<file path="src/rtl/fastCycle_config.svh">
`ifndef FASTCYCLE_CONFIG_SVH
`define FASTCYCLE_CONFIG_SVH

// Sprite slots held in fast VRAM
`define FC_SPRITE_COUNT 64
`define FC_ADDR_WIDTH 6

// Active list capacity per line
`define FC_ACTIVE_MAX 16

// Lines added to the raster line before the Y match
`define FC_LOOKAHEAD 2

`endif

</file>
<file path="src/rtl/fastCyclePkg.sv">
`default_nettype none

`include "fastCycle_config.svh"

package fastCyclePkg;

	// Sprite slot number, also the VRAM address
	typedef logic [`FC_ADDR_WIDTH-1:0] spriteIndex_t;

	// Raster line or sprite Y, modulo 512
	typedef logic [8:0] yPos_t;

	// Height in 16-line tiles, bit 5 forces full coverage
	typedef logic [5:0] spriteSize_t;

	// Y in 15..7, chain in 6, size in 5..0
	typedef logic [15:0] attrWord_t;

	typedef logic [4:0] listCount_t;

	typedef struct packed {
		spriteIndex_t addr;
		attrWord_t data;
	} cpuWrite_t;

	typedef struct packed {
		spriteIndex_t addr;
		attrWord_t wrData;
		logic wrEn;
	} vramReq_t;

	typedef enum logic [1:0] {idle, scan, drain, finish} parseState_t;

endpackage

`default_nettype wire

</file>
<file path="src/rtl/activeListBuffer.sv">
`default_nettype none

`include "fastCycle_config.svh"

module activeListBuffer
	import fastCyclePkg::*;
(
	input wire logic CLK_24M,
	input wire logic arstN,
	input wire logic hitStrobe,
	input wire spriteIndex_t hitIndex,
	input wire logic scanDone,
	output logic activeStrobe,
	output spriteIndex_t activeIndex,
	output logic listDone,
	output listCount_t activeCount
);

	localparam int IDX_W = $clog2(`FC_ACTIVE_MAX);
	localparam listCount_t LIST_MAX = listCount_t'(`FC_ACTIVE_MAX);

	spriteIndex_t listMem [`FC_ACTIVE_MAX];
	listCount_t fillCount;
	listCount_t readPtr;
	logic streaming;
	logic listFull;

	assign listFull = (fillCount >= LIST_MAX);

	// Hits past capacity are dropped
	always_ff @(posedge CLK_24M) begin
		if (hitStrobe && !listFull) begin
			listMem[fillCount[IDX_W-1:0]] <= hitIndex;
		end
	end

	always_ff @(posedge CLK_24M or negedge arstN) begin
		if (!arstN) begin
			fillCount <= '0;
			readPtr <= '0;
			streaming <= 1'b0;
			activeStrobe <= 1'b0;
			listDone <= 1'b0;
			activeCount <= '0;
		end else begin
			activeStrobe <= 1'b0;
			listDone <= 1'b0;
			if (streaming) begin
				if (readPtr < fillCount) begin
					activeStrobe <= 1'b1;
					readPtr <= readPtr + 1'b1;
				end else begin
					// List empties for the next line
					streaming <= 1'b0;
					listDone <= 1'b1;
					activeCount <= fillCount;
					fillCount <= '0;
					readPtr <= '0;
				end
			end else if (scanDone) begin
				if (fillCount != '0) begin
					streaming <= 1'b1;
					activeStrobe <= 1'b1;
					readPtr <= readPtr + 1'b1;
				end else begin
					listDone <= 1'b1;
					activeCount <= '0;
				end
			end else if (hitStrobe && !listFull) begin
				fillCount <= fillCount + 1'b1;
			end
		end
	end

	// Entry at readPtr, qualified by activeStrobe
	always_ff @(posedge CLK_24M) begin
		activeIndex <= listMem[readPtr[IDX_W-1:0]];
	end

endmodule

`default_nettype wire

</file>
<file path="src/rtl/cpuPortLatch.sv">
`default_nettype none

module cpuPortLatch
	import fastCyclePkg::*;
(
	input wire logic CLK_24M,
	input wire logic arstN,
	input wire logic cpuWrStrobe,
	input wire cpuWrite_t cpuWr,
	input wire logic cpuGrant,
	output logic pending,
	output cpuWrite_t heldWrite
);

	// Set on strobe, cleared once the arbiter commits the write
	always_ff @(posedge CLK_24M or negedge arstN) begin
		if (!arstN) begin
			pending <= 1'b0;
		end else if (cpuWrStrobe) begin
			pending <= 1'b1;
		end else if (cpuGrant) begin
			pending <= 1'b0;
		end
	end

	// Write word kept until its slot comes round
	always_ff @(posedge CLK_24M) begin
		if (cpuWrStrobe) begin
			heldWrite <= cpuWr;
		end
	end

endmodule

`default_nettype wire

</file>
<file path="src/rtl/fastCycleTop.sv">
`default_nettype none

module fastCycleTop
	import fastCyclePkg::*;
(
	input wire logic CLK_24M,
	input wire logic arstN,
	input wire logic cpuWrStrobe,
	input wire cpuWrite_t cpuWr,
	input wire logic lineStart,
	input wire yPos_t rasterLine,
	output logic activeStrobe,
	output spriteIndex_t activeIndex,
	output logic listDone,
	output listCount_t activeCount
);

	logic pending;
	cpuWrite_t heldWrite;
	logic cpuGrant;
	logic parseSlot;
	vramReq_t vramReq;
	attrWord_t rdData;
	spriteIndex_t parseRdAddr;
	logic hitStrobe;
	spriteIndex_t hitIndex;
	logic scanDone;

	cpuPortLatch u_cpuPortLatch (
		.CLK_24M(CLK_24M),
		.arstN(arstN),
		.cpuWrStrobe(cpuWrStrobe),
		.cpuWr(cpuWr),
		.cpuGrant(cpuGrant),
		.pending(pending),
		.heldWrite(heldWrite)
	);

	fastSlotArbiter u_fastSlotArbiter (
		.CLK_24M(CLK_24M),
		.arstN(arstN),
		.pending(pending),
		.heldWrite(heldWrite),
		.parseRdAddr(parseRdAddr),
		.parseSlot(parseSlot),
		.cpuGrant(cpuGrant),
		.vramReq(vramReq)
	);

	vramFast u_vramFast (
		.CLK_24M(CLK_24M),
		.vramReq(vramReq),
		.rdData(rdData)
	);

	yParser u_yParser (
		.CLK_24M(CLK_24M),
		.arstN(arstN),
		.lineStart(lineStart),
		.rasterLine(rasterLine),
		.parseSlot(parseSlot),
		.rdData(rdData),
		.parseRdAddr(parseRdAddr),
		.hitStrobe(hitStrobe),
		.hitIndex(hitIndex),
		.scanDone(scanDone)
	);

	activeListBuffer u_activeListBuffer (
		.CLK_24M(CLK_24M),
		.arstN(arstN),
		.hitStrobe(hitStrobe),
		.hitIndex(hitIndex),
		.scanDone(scanDone),
		.activeStrobe(activeStrobe),
		.activeIndex(activeIndex),
		.listDone(listDone),
		.activeCount(activeCount)
	);

endmodule

`default_nettype wire

</file>
<file path="src/rtl/fastSlotArbiter.sv">
`default_nettype none

module fastSlotArbiter
	import fastCyclePkg::*;
(
	input wire logic CLK_24M,
	input wire logic arstN,
	input wire logic pending,
	input wire cpuWrite_t heldWrite,
	input wire spriteIndex_t parseRdAddr,
	output logic parseSlot,
	output logic cpuGrant,
	output vramReq_t vramReq
);

	spriteIndex_t addrQ;
	attrWord_t dataQ;
	logic wrEnQ;

	// Odd cycles belong to the CPU
	assign cpuGrant = ~parseSlot & pending;

	always_ff @(posedge CLK_24M or negedge arstN) begin
		if (!arstN) begin
			parseSlot <= 1'b1;
			wrEnQ <= 1'b0;
		end else begin
			parseSlot <= ~parseSlot;
			wrEnQ <= cpuGrant;
		end
	end

	// Address mux, parse index unless a CPU write owns the slot
	// A CPU slot with nothing pending becomes an idle read
	always_ff @(posedge CLK_24M) begin
		if (cpuGrant) begin
			addrQ <= heldWrite.addr;
		end else begin
			addrQ <= parseRdAddr;
		end
		dataQ <= heldWrite.data;
	end

	assign vramReq = '{addr: addrQ, wrData: dataQ, wrEn: wrEnQ};

endmodule

`default_nettype wire

</file>
<file path="src/rtl/vramFast.sv">
`default_nettype none

`include "fastCycle_config.svh"

module vramFast
	import fastCyclePkg::*;
(
	input wire logic CLK_24M,
	input wire vramReq_t vramReq,
	output attrWord_t rdData
);

	attrWord_t mem [`FC_SPRITE_COUNT];

	// Single port, old data is read on a write cycle
	always_ff @(posedge CLK_24M) begin
		if (vramReq.wrEn) begin
			mem[vramReq.addr] <= vramReq.wrData;
		end
		rdData <= mem[vramReq.addr];
	end

endmodule

`default_nettype wire

</file>
<file path="src/rtl/yParser.sv">
`default_nettype none

`include "fastCycle_config.svh"

module yParser
	import fastCyclePkg::*;
(
	input wire logic CLK_24M,
	input wire logic arstN,
	input wire logic lineStart,
	input wire yPos_t rasterLine,
	input wire logic parseSlot,
	input wire attrWord_t rdData,
	output spriteIndex_t parseRdAddr,
	output logic hitStrobe,
	output spriteIndex_t hitIndex,
	output logic scanDone
);

	localparam spriteIndex_t LAST_INDEX = spriteIndex_t'(`FC_SPRITE_COUNT - 1);
	localparam listCount_t LIST_MAX = listCount_t'(`FC_ACTIVE_MAX);

	parseState_t state;
	yPos_t targetLine;

	// Read pipeline, issue then address register then VRAM data
	logic fetchValid;
	logic wordValid;
	spriteIndex_t fetchIndex;
	spriteIndex_t wordIndex;

	logic lastEval;
	logic prevActive;
	listCount_t hitCount;
	listCount_t waitCount;

	yPos_t wordY;
	yPos_t lineDelta;
	logic wordChain;
	spriteSize_t wordSize;
	logic yMatch;
	logic isActive;

	assign wordY = rdData[15:7];
	assign wordChain = rdData[6];
	assign wordSize = rdData[5:0];

	// Distance into the sprite, wraps at line 511
	assign lineDelta = targetLine - wordY;
	assign yMatch = wordSize[5] | (lineDelta < {wordSize[4:0], 4'b0000});

	// Slot 0 has nothing to chain to
	assign isActive = (wordChain && wordIndex != '0) ? prevActive : yMatch;

	always_ff @(posedge CLK_24M or negedge arstN) begin
		if (!arstN) begin
			state <= idle;
			parseRdAddr <= '0;
			fetchValid <= 1'b0;
			wordValid <= 1'b0;
			lastEval <= 1'b0;
			prevActive <= 1'b0;
			hitStrobe <= 1'b0;
			scanDone <= 1'b0;
			hitCount <= '0;
			waitCount <= '0;
		end else begin
			fetchValid <= 1'b0;
			wordValid <= fetchValid;
			hitStrobe <= wordValid & isActive;
			lastEval <= wordValid && (wordIndex == LAST_INDEX);
			scanDone <= 1'b0;

			if (wordValid) begin
				prevActive <= isActive;
				if (isActive && hitCount < LIST_MAX) begin
					hitCount <= hitCount + 1'b1;
				end
			end

			case (state)
				idle: begin
					if (lineStart) begin
						state <= scan;
						parseRdAddr <= '0;
						hitCount <= '0;
						prevActive <= 1'b0;
					end
				end
				scan: begin
					// One read per parse slot
					if (parseSlot) begin
						fetchValid <= 1'b1;
						if (parseRdAddr == LAST_INDEX) begin
							state <= drain;
						end else begin
							parseRdAddr <= parseRdAddr + 1'b1;
						end
					end
				end
				drain: begin
					if (lastEval) begin
						scanDone <= 1'b1;
						waitCount <= hitCount;
						state <= finish;
					end
				end
				finish: begin
					// Hold off new lines while the list streams out
					if (waitCount == '0) begin
						state <= idle;
					end else begin
						waitCount <= waitCount - 1'b1;
					end
				end
				default: state <= idle;
			endcase
		end
	end

	always_ff @(posedge CLK_24M) begin
		if (lineStart && state == idle) begin
			targetLine <= rasterLine + yPos_t'(`FC_LOOKAHEAD);
		end
		fetchIndex <= parseRdAddr;
		wordIndex <= fetchIndex;
		hitIndex <= wordIndex;
	end

endmodule

`default_nettype wire

</file>
<file path="config.mk">
export PLATFORM = sky130hd
export DESIGN_NAME = fastCycleTop
export DESIGN_NICKNAME = d
export VERILOG_FILES = /design/src/rtl/fastCyclePkg.sv /design/src/rtl/activeListBuffer.sv /design/src/rtl/cpuPortLatch.sv /design/src/rtl/fastCycleTop.sv /design/src/rtl/fastSlotArbiter.sv /design/src/rtl/vramFast.sv /design/src/rtl/yParser.sv
export VERILOG_INCLUDE_DIRS = /design/src /design/src/rtl
export SDC_FILE = /design/constraint.sdc
export NUM_CORES = 1
export LEC_CHECK = 0
export BUFFER_PORTS_ARGS = -buffer_cell sky130_fd_sc_hd__clkbuf_2
export CAP_MARGIN = 20
export CORE_ASPECT_RATIO = 0.5
export CORE_UTILIZATION = 55
export DETAILED_ROUTE_END_ITERATION = 10
export PLACE_DENSITY = 0.72
export SLEW_MARGIN = 20
export SYNTH_ARGS = -nofsm -noshare
export SYNTH_HDL_FRONTEND = slang
export SYNTH_SLANG_ARGS = --single-unit
</file>
<file path="constraint.sdc">
create_clock -name CLK_24M -period 4.36 [get_ports CLK_24M]
set_input_delay 0.654 -clock CLK_24M [delete_from_list [all_inputs] [get_ports CLK_24M]]
set_output_delay 0.654 -clock CLK_24M [all_outputs]
set_load 0.01 [all_outputs]
</file>
Word-level counts from Yosys, hierarchy flattened

Memories as Yosys holds them, arrays and structs flattened. A register that Yosys moved wholly into a read port is not among the register bits.
Cells that the tools add are included.
W data, S select, Z words.

Bits in registers: 115
Memory bits (writable): 1,120
Output and inout bits: 13
Logic and storage cells: 132
Memories kept: 2

Memories:

| name                       | depth | bits a word | read ports | clocked after Yosys merged registers in | write ports | RTL line               | text |
|---|---|---|---|---|---|---|---|
| u_vramFast.mem             | 64    | 16          | 1          | 1                                       | 1           | vramFast.sv:13         | `` attrWord_t mem [`FC_SPRITE_COUNT]; `` |
| u_activeListBuffer.listMem | 16    | 6           | 1          | 1                                       | 1           | activeListBuffer.sv:22 | `` spriteIndex_t listMem [`FC_ACTIVE_MAX]; `` |

$add $sub $neg: 7
Magnitude comparators: 4
Eq/ne operators: 15
Multiplexer cells: 52
Bitwise gates (word level): 4
Reductions and logical operators: 22

Operator list:

| kind                  | number |
|---|---|
| $mux W5               | 18 |
| $mux W6               | 4 |
| $mux W1               | 22 |
| $add A5 B1 Y5 const B | 3 |
| $eq A6 B6 Y1 const B  | 2 |
| $pmux W6 S2           | 1 |
| $reduce_bool A2 Y1    | 6 |
| $mux W2               | 5 |
| $ne A2 B1 Y1 const B  | 5 |
| $ne A2 B2 Y1 const B  | 5 |
| $pmux W5 S2           | 1 |
| $add A9 B2 Y9 const B | 1 |
| $lt A9 B9 Y1          | 1 |
| $reduce_and A3 Y1     | 3 |
| $sub A9 B9 Y9         | 1 |
| $pmux W2 S4           | 1 |
| $add A6 B1 Y6 const B | 1 |
| $reduce_bool A6 Y1    | 1 |
| $ge A5 B5 Y1 const B  | 1 |
| $logic_and A1 B1 Y1   | 5 |
| $logic_not A5 Y1      | 1 |
| $lt A5 B5 Y1          | 1 |
| $lt A5 B5 Y1 const B  | 1 |
| $reduce_and A5 Y1     | 1 |
| 11 further kinds      | 13 |

Logic depth before layout (Yosys ltp)

Word-level depth: 9
Mapped depth: 15
Gate-level depth less buffers: 15

Modules after synthesis

From an unflattened synthesis, not the netlist that was laid out.

Cell total of the unflattened synthesis: 2,833
Area total of the unflattened synthesis: 48,016.1 um^2

By module, submodules not included:

| module           | times used | cells an instance | area an instance (um^2) | sequential area each (um^2) |
|---|---|---|---|---|
| vramFast         | 1          | 2,264             | 39,480.4                | 31,069.8 |
| activeListBuffer | 1          | 282               | 4,833.4                 | 3,428.3 |
| yParser          | 1          | 227               | 2,383.5                 | 1,231.2 |
| cpuPortLatch     | 1          | 25                | 696.9                   | 685.7 |
| fastSlotArbiter  | 1          | 35                | 621.8                   | 491.7 |

Least setup slack after synthesis

Ideal clock, no wire load.

Kind: register to register
From: register u_yParser.targetLine[1]
To: register u_yParser.hitCount[0]
Setup time: 0.135 ns
Arrival: 3.138 ns
Required time: 4.225 ns
Slack: 1.087 ns
Stages on the path, launching flop included: 15
Buffers on the path: 0
Period minus slack after synthesis: 3.273 ns
Cells stage by stage: edfxtp_1 ha_1 o211ai_1 o21ai_0 a31o_2 a21oi_1 o21bai_1 xnor2_1 ha_1 and4_1 o21ai_0 or3_2 a32oi_4 xor2_1 nor2_1

Longest elaborated chain between the ends: 9

RTL lines:

| what                     | RTL line       | text |
|---|---|---|
| start: declaration       | yParser.sv:24  | `yPos_t targetLine;` |
| start signal: assignment | yParser.sv:123 | `` targetLine <= rasterLine + yPos_t'(`FC_LOOKAHEAD); `` |
| $sub A9 B9 Y9 (*)        | yParser.sv:49  | `assign lineDelta = targetLine - wordY;` |
| $lt A9 B9 Y1 (*)         | yParser.sv:50  | `assign yMatch = wordSize[5] \| (lineDelta < {wordSize[4:0], 4'b0000});` |
| $or A1 B1 Y1 (*)         | yParser.sv:50  |  |
| $mux W1 (*)              | yParser.sv:53  | `assign isActive = (wordChain && wordIndex != '0) ? prevActive : yMatch;` |
| $logic_and A1 B1 Y1 (*)  | yParser.sv:76  | `if (isActive && hitCount < LIST_MAX) begin` |
| $mux W5 (*)              | yParser.sv:76  |  |
| $mux W5 (*)              | yParser.sv:74  | `if (wordValid) begin` |
| $mux W5                  | yParser.sv:83  | `if (lineStart) begin` |
| $mux W5 (*)              | yParser.sv:81  | `case (state)` |
| end signal: assignment   | yParser.sv:77  | `hitCount <= hitCount + 1'b1;` |
| end: declaration         | yParser.sv:34  | `listCount_t hitCount;` |

Mark *: on every way between the ends. The rest lies on a longest branch, timed or not.
A chain may end at the register's enable or synchronous reset.

Worst setup path after layout

From: register u_yParser.targetLine[1]
To: register u_yParser.hitCount[2]

Same word-level chain as after synthesis.

==> results.yml <==
clocking:
  hold_buffers: 0
  cts_resized: 0
  cts_tree: "yes"
  postCtsSetupRepairBufs: 0
  cts.clk_slew.worst_paths_ns: 0.06
  cts_buffers: 106
  cts_root_buf: "clkbuf_16"
  clockBufferDepth: 3
  h-tree-depth: 3
  clk_latency_ns: 0.70
  cts_sinks: 1257
die:
  fp-row-count: 76
  die_y_um: 212
  die_area_mm2: 0.0891
  start_util: 0.558
  io_pins: 48
  core_area_mm2: 0.0865
  dieWidth_um: 421
yosys:
  synth-edff-count: 1151
  yosysTopAreaCell: "edfxtp_1"
  yosys_most_used_dff: "edfxtp_1"
  synth_cells: 2676
  yosysUniqueCellTypes: 76
  synth_area_mm2: 0.0483
  synthTopCellsByArea: "edfxtp_1 72%, mux4_2 5.7%, dfxtp_1 2.6%, mux2i_1 2.4%, dfrtp_1 2.2%"
  mappedNetlistNets: 2741
  ys_seq_area_frac: 0.764
  async_reset_ff_frac: 0.0350
  ys_warn_count: 0
  synth_top_area_share: 0.715
  avgSynthCellArea_um2: 18.1
  synth_seq_cells: 1257
detailed_routing:
  ant_nets: 0
  drt-wirelength-per-cell_um: 31.3
  routed_wl_mm: 128
  drt_iter0_drc: 4460
  viasPerCell: 6.68
  vias: 27500
  drtPass1Iterations: 8
  drc: 0
power:
  power.density_mw_per_mm2: 460
  p_total_mw: 24.9
  irDropWorstVdd_uv: 306
  leakage_nw: 17.8
placement:
  place_area_mm2: 0.0507
  place_hpwl_mm: 77.8
  gp_congestion: 0.945
  io_buffers: 47
  post-place-cells: 3916
  dp_slack_ns: 0.736
global_routing:
  groute.usage.overall: 0.288
  antenna_found_initial: 5
  overflow: 0
  grt_max_degree: 65
  grt_pass1_wl_mm: 184
  grt_pass1_vias: 26100
setup_path:
  timing.rr.start: "u_yParser.targetLine[1]"
  cp_max_fo: 7
  critPathSlowestCell: "or3_2"
  worstPathRequired_ns: 4.88
  end_kind: "flip-flop"
  start_kind: "flip-flop"
  path_class: "reg -> reg"
  cp.arrival_ns: 4.18
  worstPathCellList: "ha_1, o211ai_1, o21ai_0, a31o_2, a21oi_1, o21bai_1, xnor2_1, ha_1, and4_1, o21ai_0, or3_2, a32oi_4, or3_1, a21oi_1"
  ff2ff_setup_slack_ns: 0.71
  slowest_delay_ns: 0.48
  crit_path_end: "u_yParser.hitCount[2]"
  cp-startpoint: "u_yParser.targetLine[1]"
  r2r_cells: 14
  reg2reg_to: "u_yParser.hitCount[2]"
min_path:
  hold_class: "in -> async"
layout:
  final_nets: 2919
  final_cell_area_mm2: 0.0541
  fill_cells: 5893
  regArea_mm2: 0.0369
  drive_above_1_share: 0.211
  finish.utilization: 0.625
  n_antenna_cell: 0
  area_growth_pct: 11.9
  final_cells: 4110
  multi_input_area_mm2: 0.0106
sta:
  slew_viol_final: 0
  fin_ws_ns: 0.706
  fmax_ghz: 0.274
  hold_slack_ns: -0.0152
  hold_violations: 43
  final.setup.tns_ns: 0
  slew_headroom: 0.279
  post-route-min-period_ns: 3.65
  rsz0062_at_grt: "false"
  worst_slew_pin_slew_ns: 1.08
  skew_ns: 0.0395
  setup_viol: 0
  fin_crit_sh: 0.838
status:
  violations: "negative hold slack"
  outcome: "finished with violations"
job:
  cap_violations: 0
==> sequential cells by signal, indices dropped and copies added, names as in the netlist, 6 cells and up <==
name / cells
u_vramFast.mem: 1024
u_activeListBuffer.listMem: 96
u_cpuPortLatch.heldWrite: 22
u_fastSlotArbiter.dataQ: 16
u_vramFast.rdData: 16
u_yParser.targetLine: 9
u_activeListBuffer.activeIndex: 6
u_fastSlotArbiter.addrQ: 6
u_yParser.fetchIndex: 6
u_yParser.hitIndex: 6
u_yParser.parseRdAddr: 6
u_yParser.wordIndex: 6
==> cell type report <==
cell class	instances	share of cell area
tap	1170	0.0271
clock buffer	138	0.0524
inverter	35	0.00243
timing repair buffer	218	0.0302
sequential	1257	0.683
multi-input combinational	1236	0.195
clock inverter	56	0.00983
==> synth_stat cells (all sizes together) (41+ instances only) <==
library cell / instances
buf: 107
dfrtp: 43
o22ai: 41
nor2: 153
a221oi: 89
mux2i: 115
a22oi: 65
nand2: 100
mux4: 123
edfxtp: 1151
clkbuf: 41
dfxtp: 62
mux2: 75
o21ai: 68
a21oi: 100
==> how the worst min path moves through the flow <==
| stage | from | to |
|---|---|---|
| after CTS | cpuWr[7] | u_cpuPortLatch.heldWrite[7] |
| after global routing | arstN | u_activeListBuffer.readPtr[2] |
| after global placement | u_yParser.fetchIndex[5] | u_yParser.wordIndex[5] |
| after detailed placement | u_yParser.fetchIndex[0] | u_yParser.wordIndex[0] |
| after floorplan | u_yParser.fetchIndex[0] | u_yParser.wordIndex[0] |
| final | arstN | u_activeListBuffer.activeCount[2] |
==> cell families after synthesis <==
family                     count (synthesis)  share of synthesized area
DFF                                     1257                      0.764
xor gates and xnor gates                  18                    0.00326
AOI/OAI and AO/OA                        477                     0.0700
and+or+nand+nor                          398                     0.0381
buffers and inverters                    183                     0.0184
muxes                                    313                     0.0986
adders and majority gates                 30                    0.00777
==> layer usage <==
layer	vias up	routed length [um]	part of all wire	GRT usage
li1	11200	-	-	-
met1	13900	48800	0.38	0.404
met2	2029	57200	0.45	0.428
met3	330	17700	0.14	0.0917
met4	6	4720	0.037	0.0978
met5	-	33	0.00026	0
==> worst max-delay path, delay by kind of cell (launching register included) <==
family                   cells  cell delay [ns]
AO/OA/AOI/OAI                8             1.57
XOR/XNOR                     1             0.14
AND/OR/NAND/NOR              3             0.85
adder cells (fa/ha/maj)      2             0.59
flip-flops                   1             0.37
==> where the power goes <==
part           switching [mW]  internal, mW
clock                    4.18          5.12
sequential              0.153          13.4
combinational            1.41         0.645
==> cells in the final DEF (no fill, tap or decap), types with 67 or more instances in the layout <==
cell,count
edfxtp_1,1151
buf_4,163
nor2_1,149
mux4_2,123
mux2i_1,115
clkbuf_16,107
a21oi_1,100
nand2_1,100
a221oi_1,89
mux2_2,75
o21ai_0,67
Power figures use the tool's default switching activity.
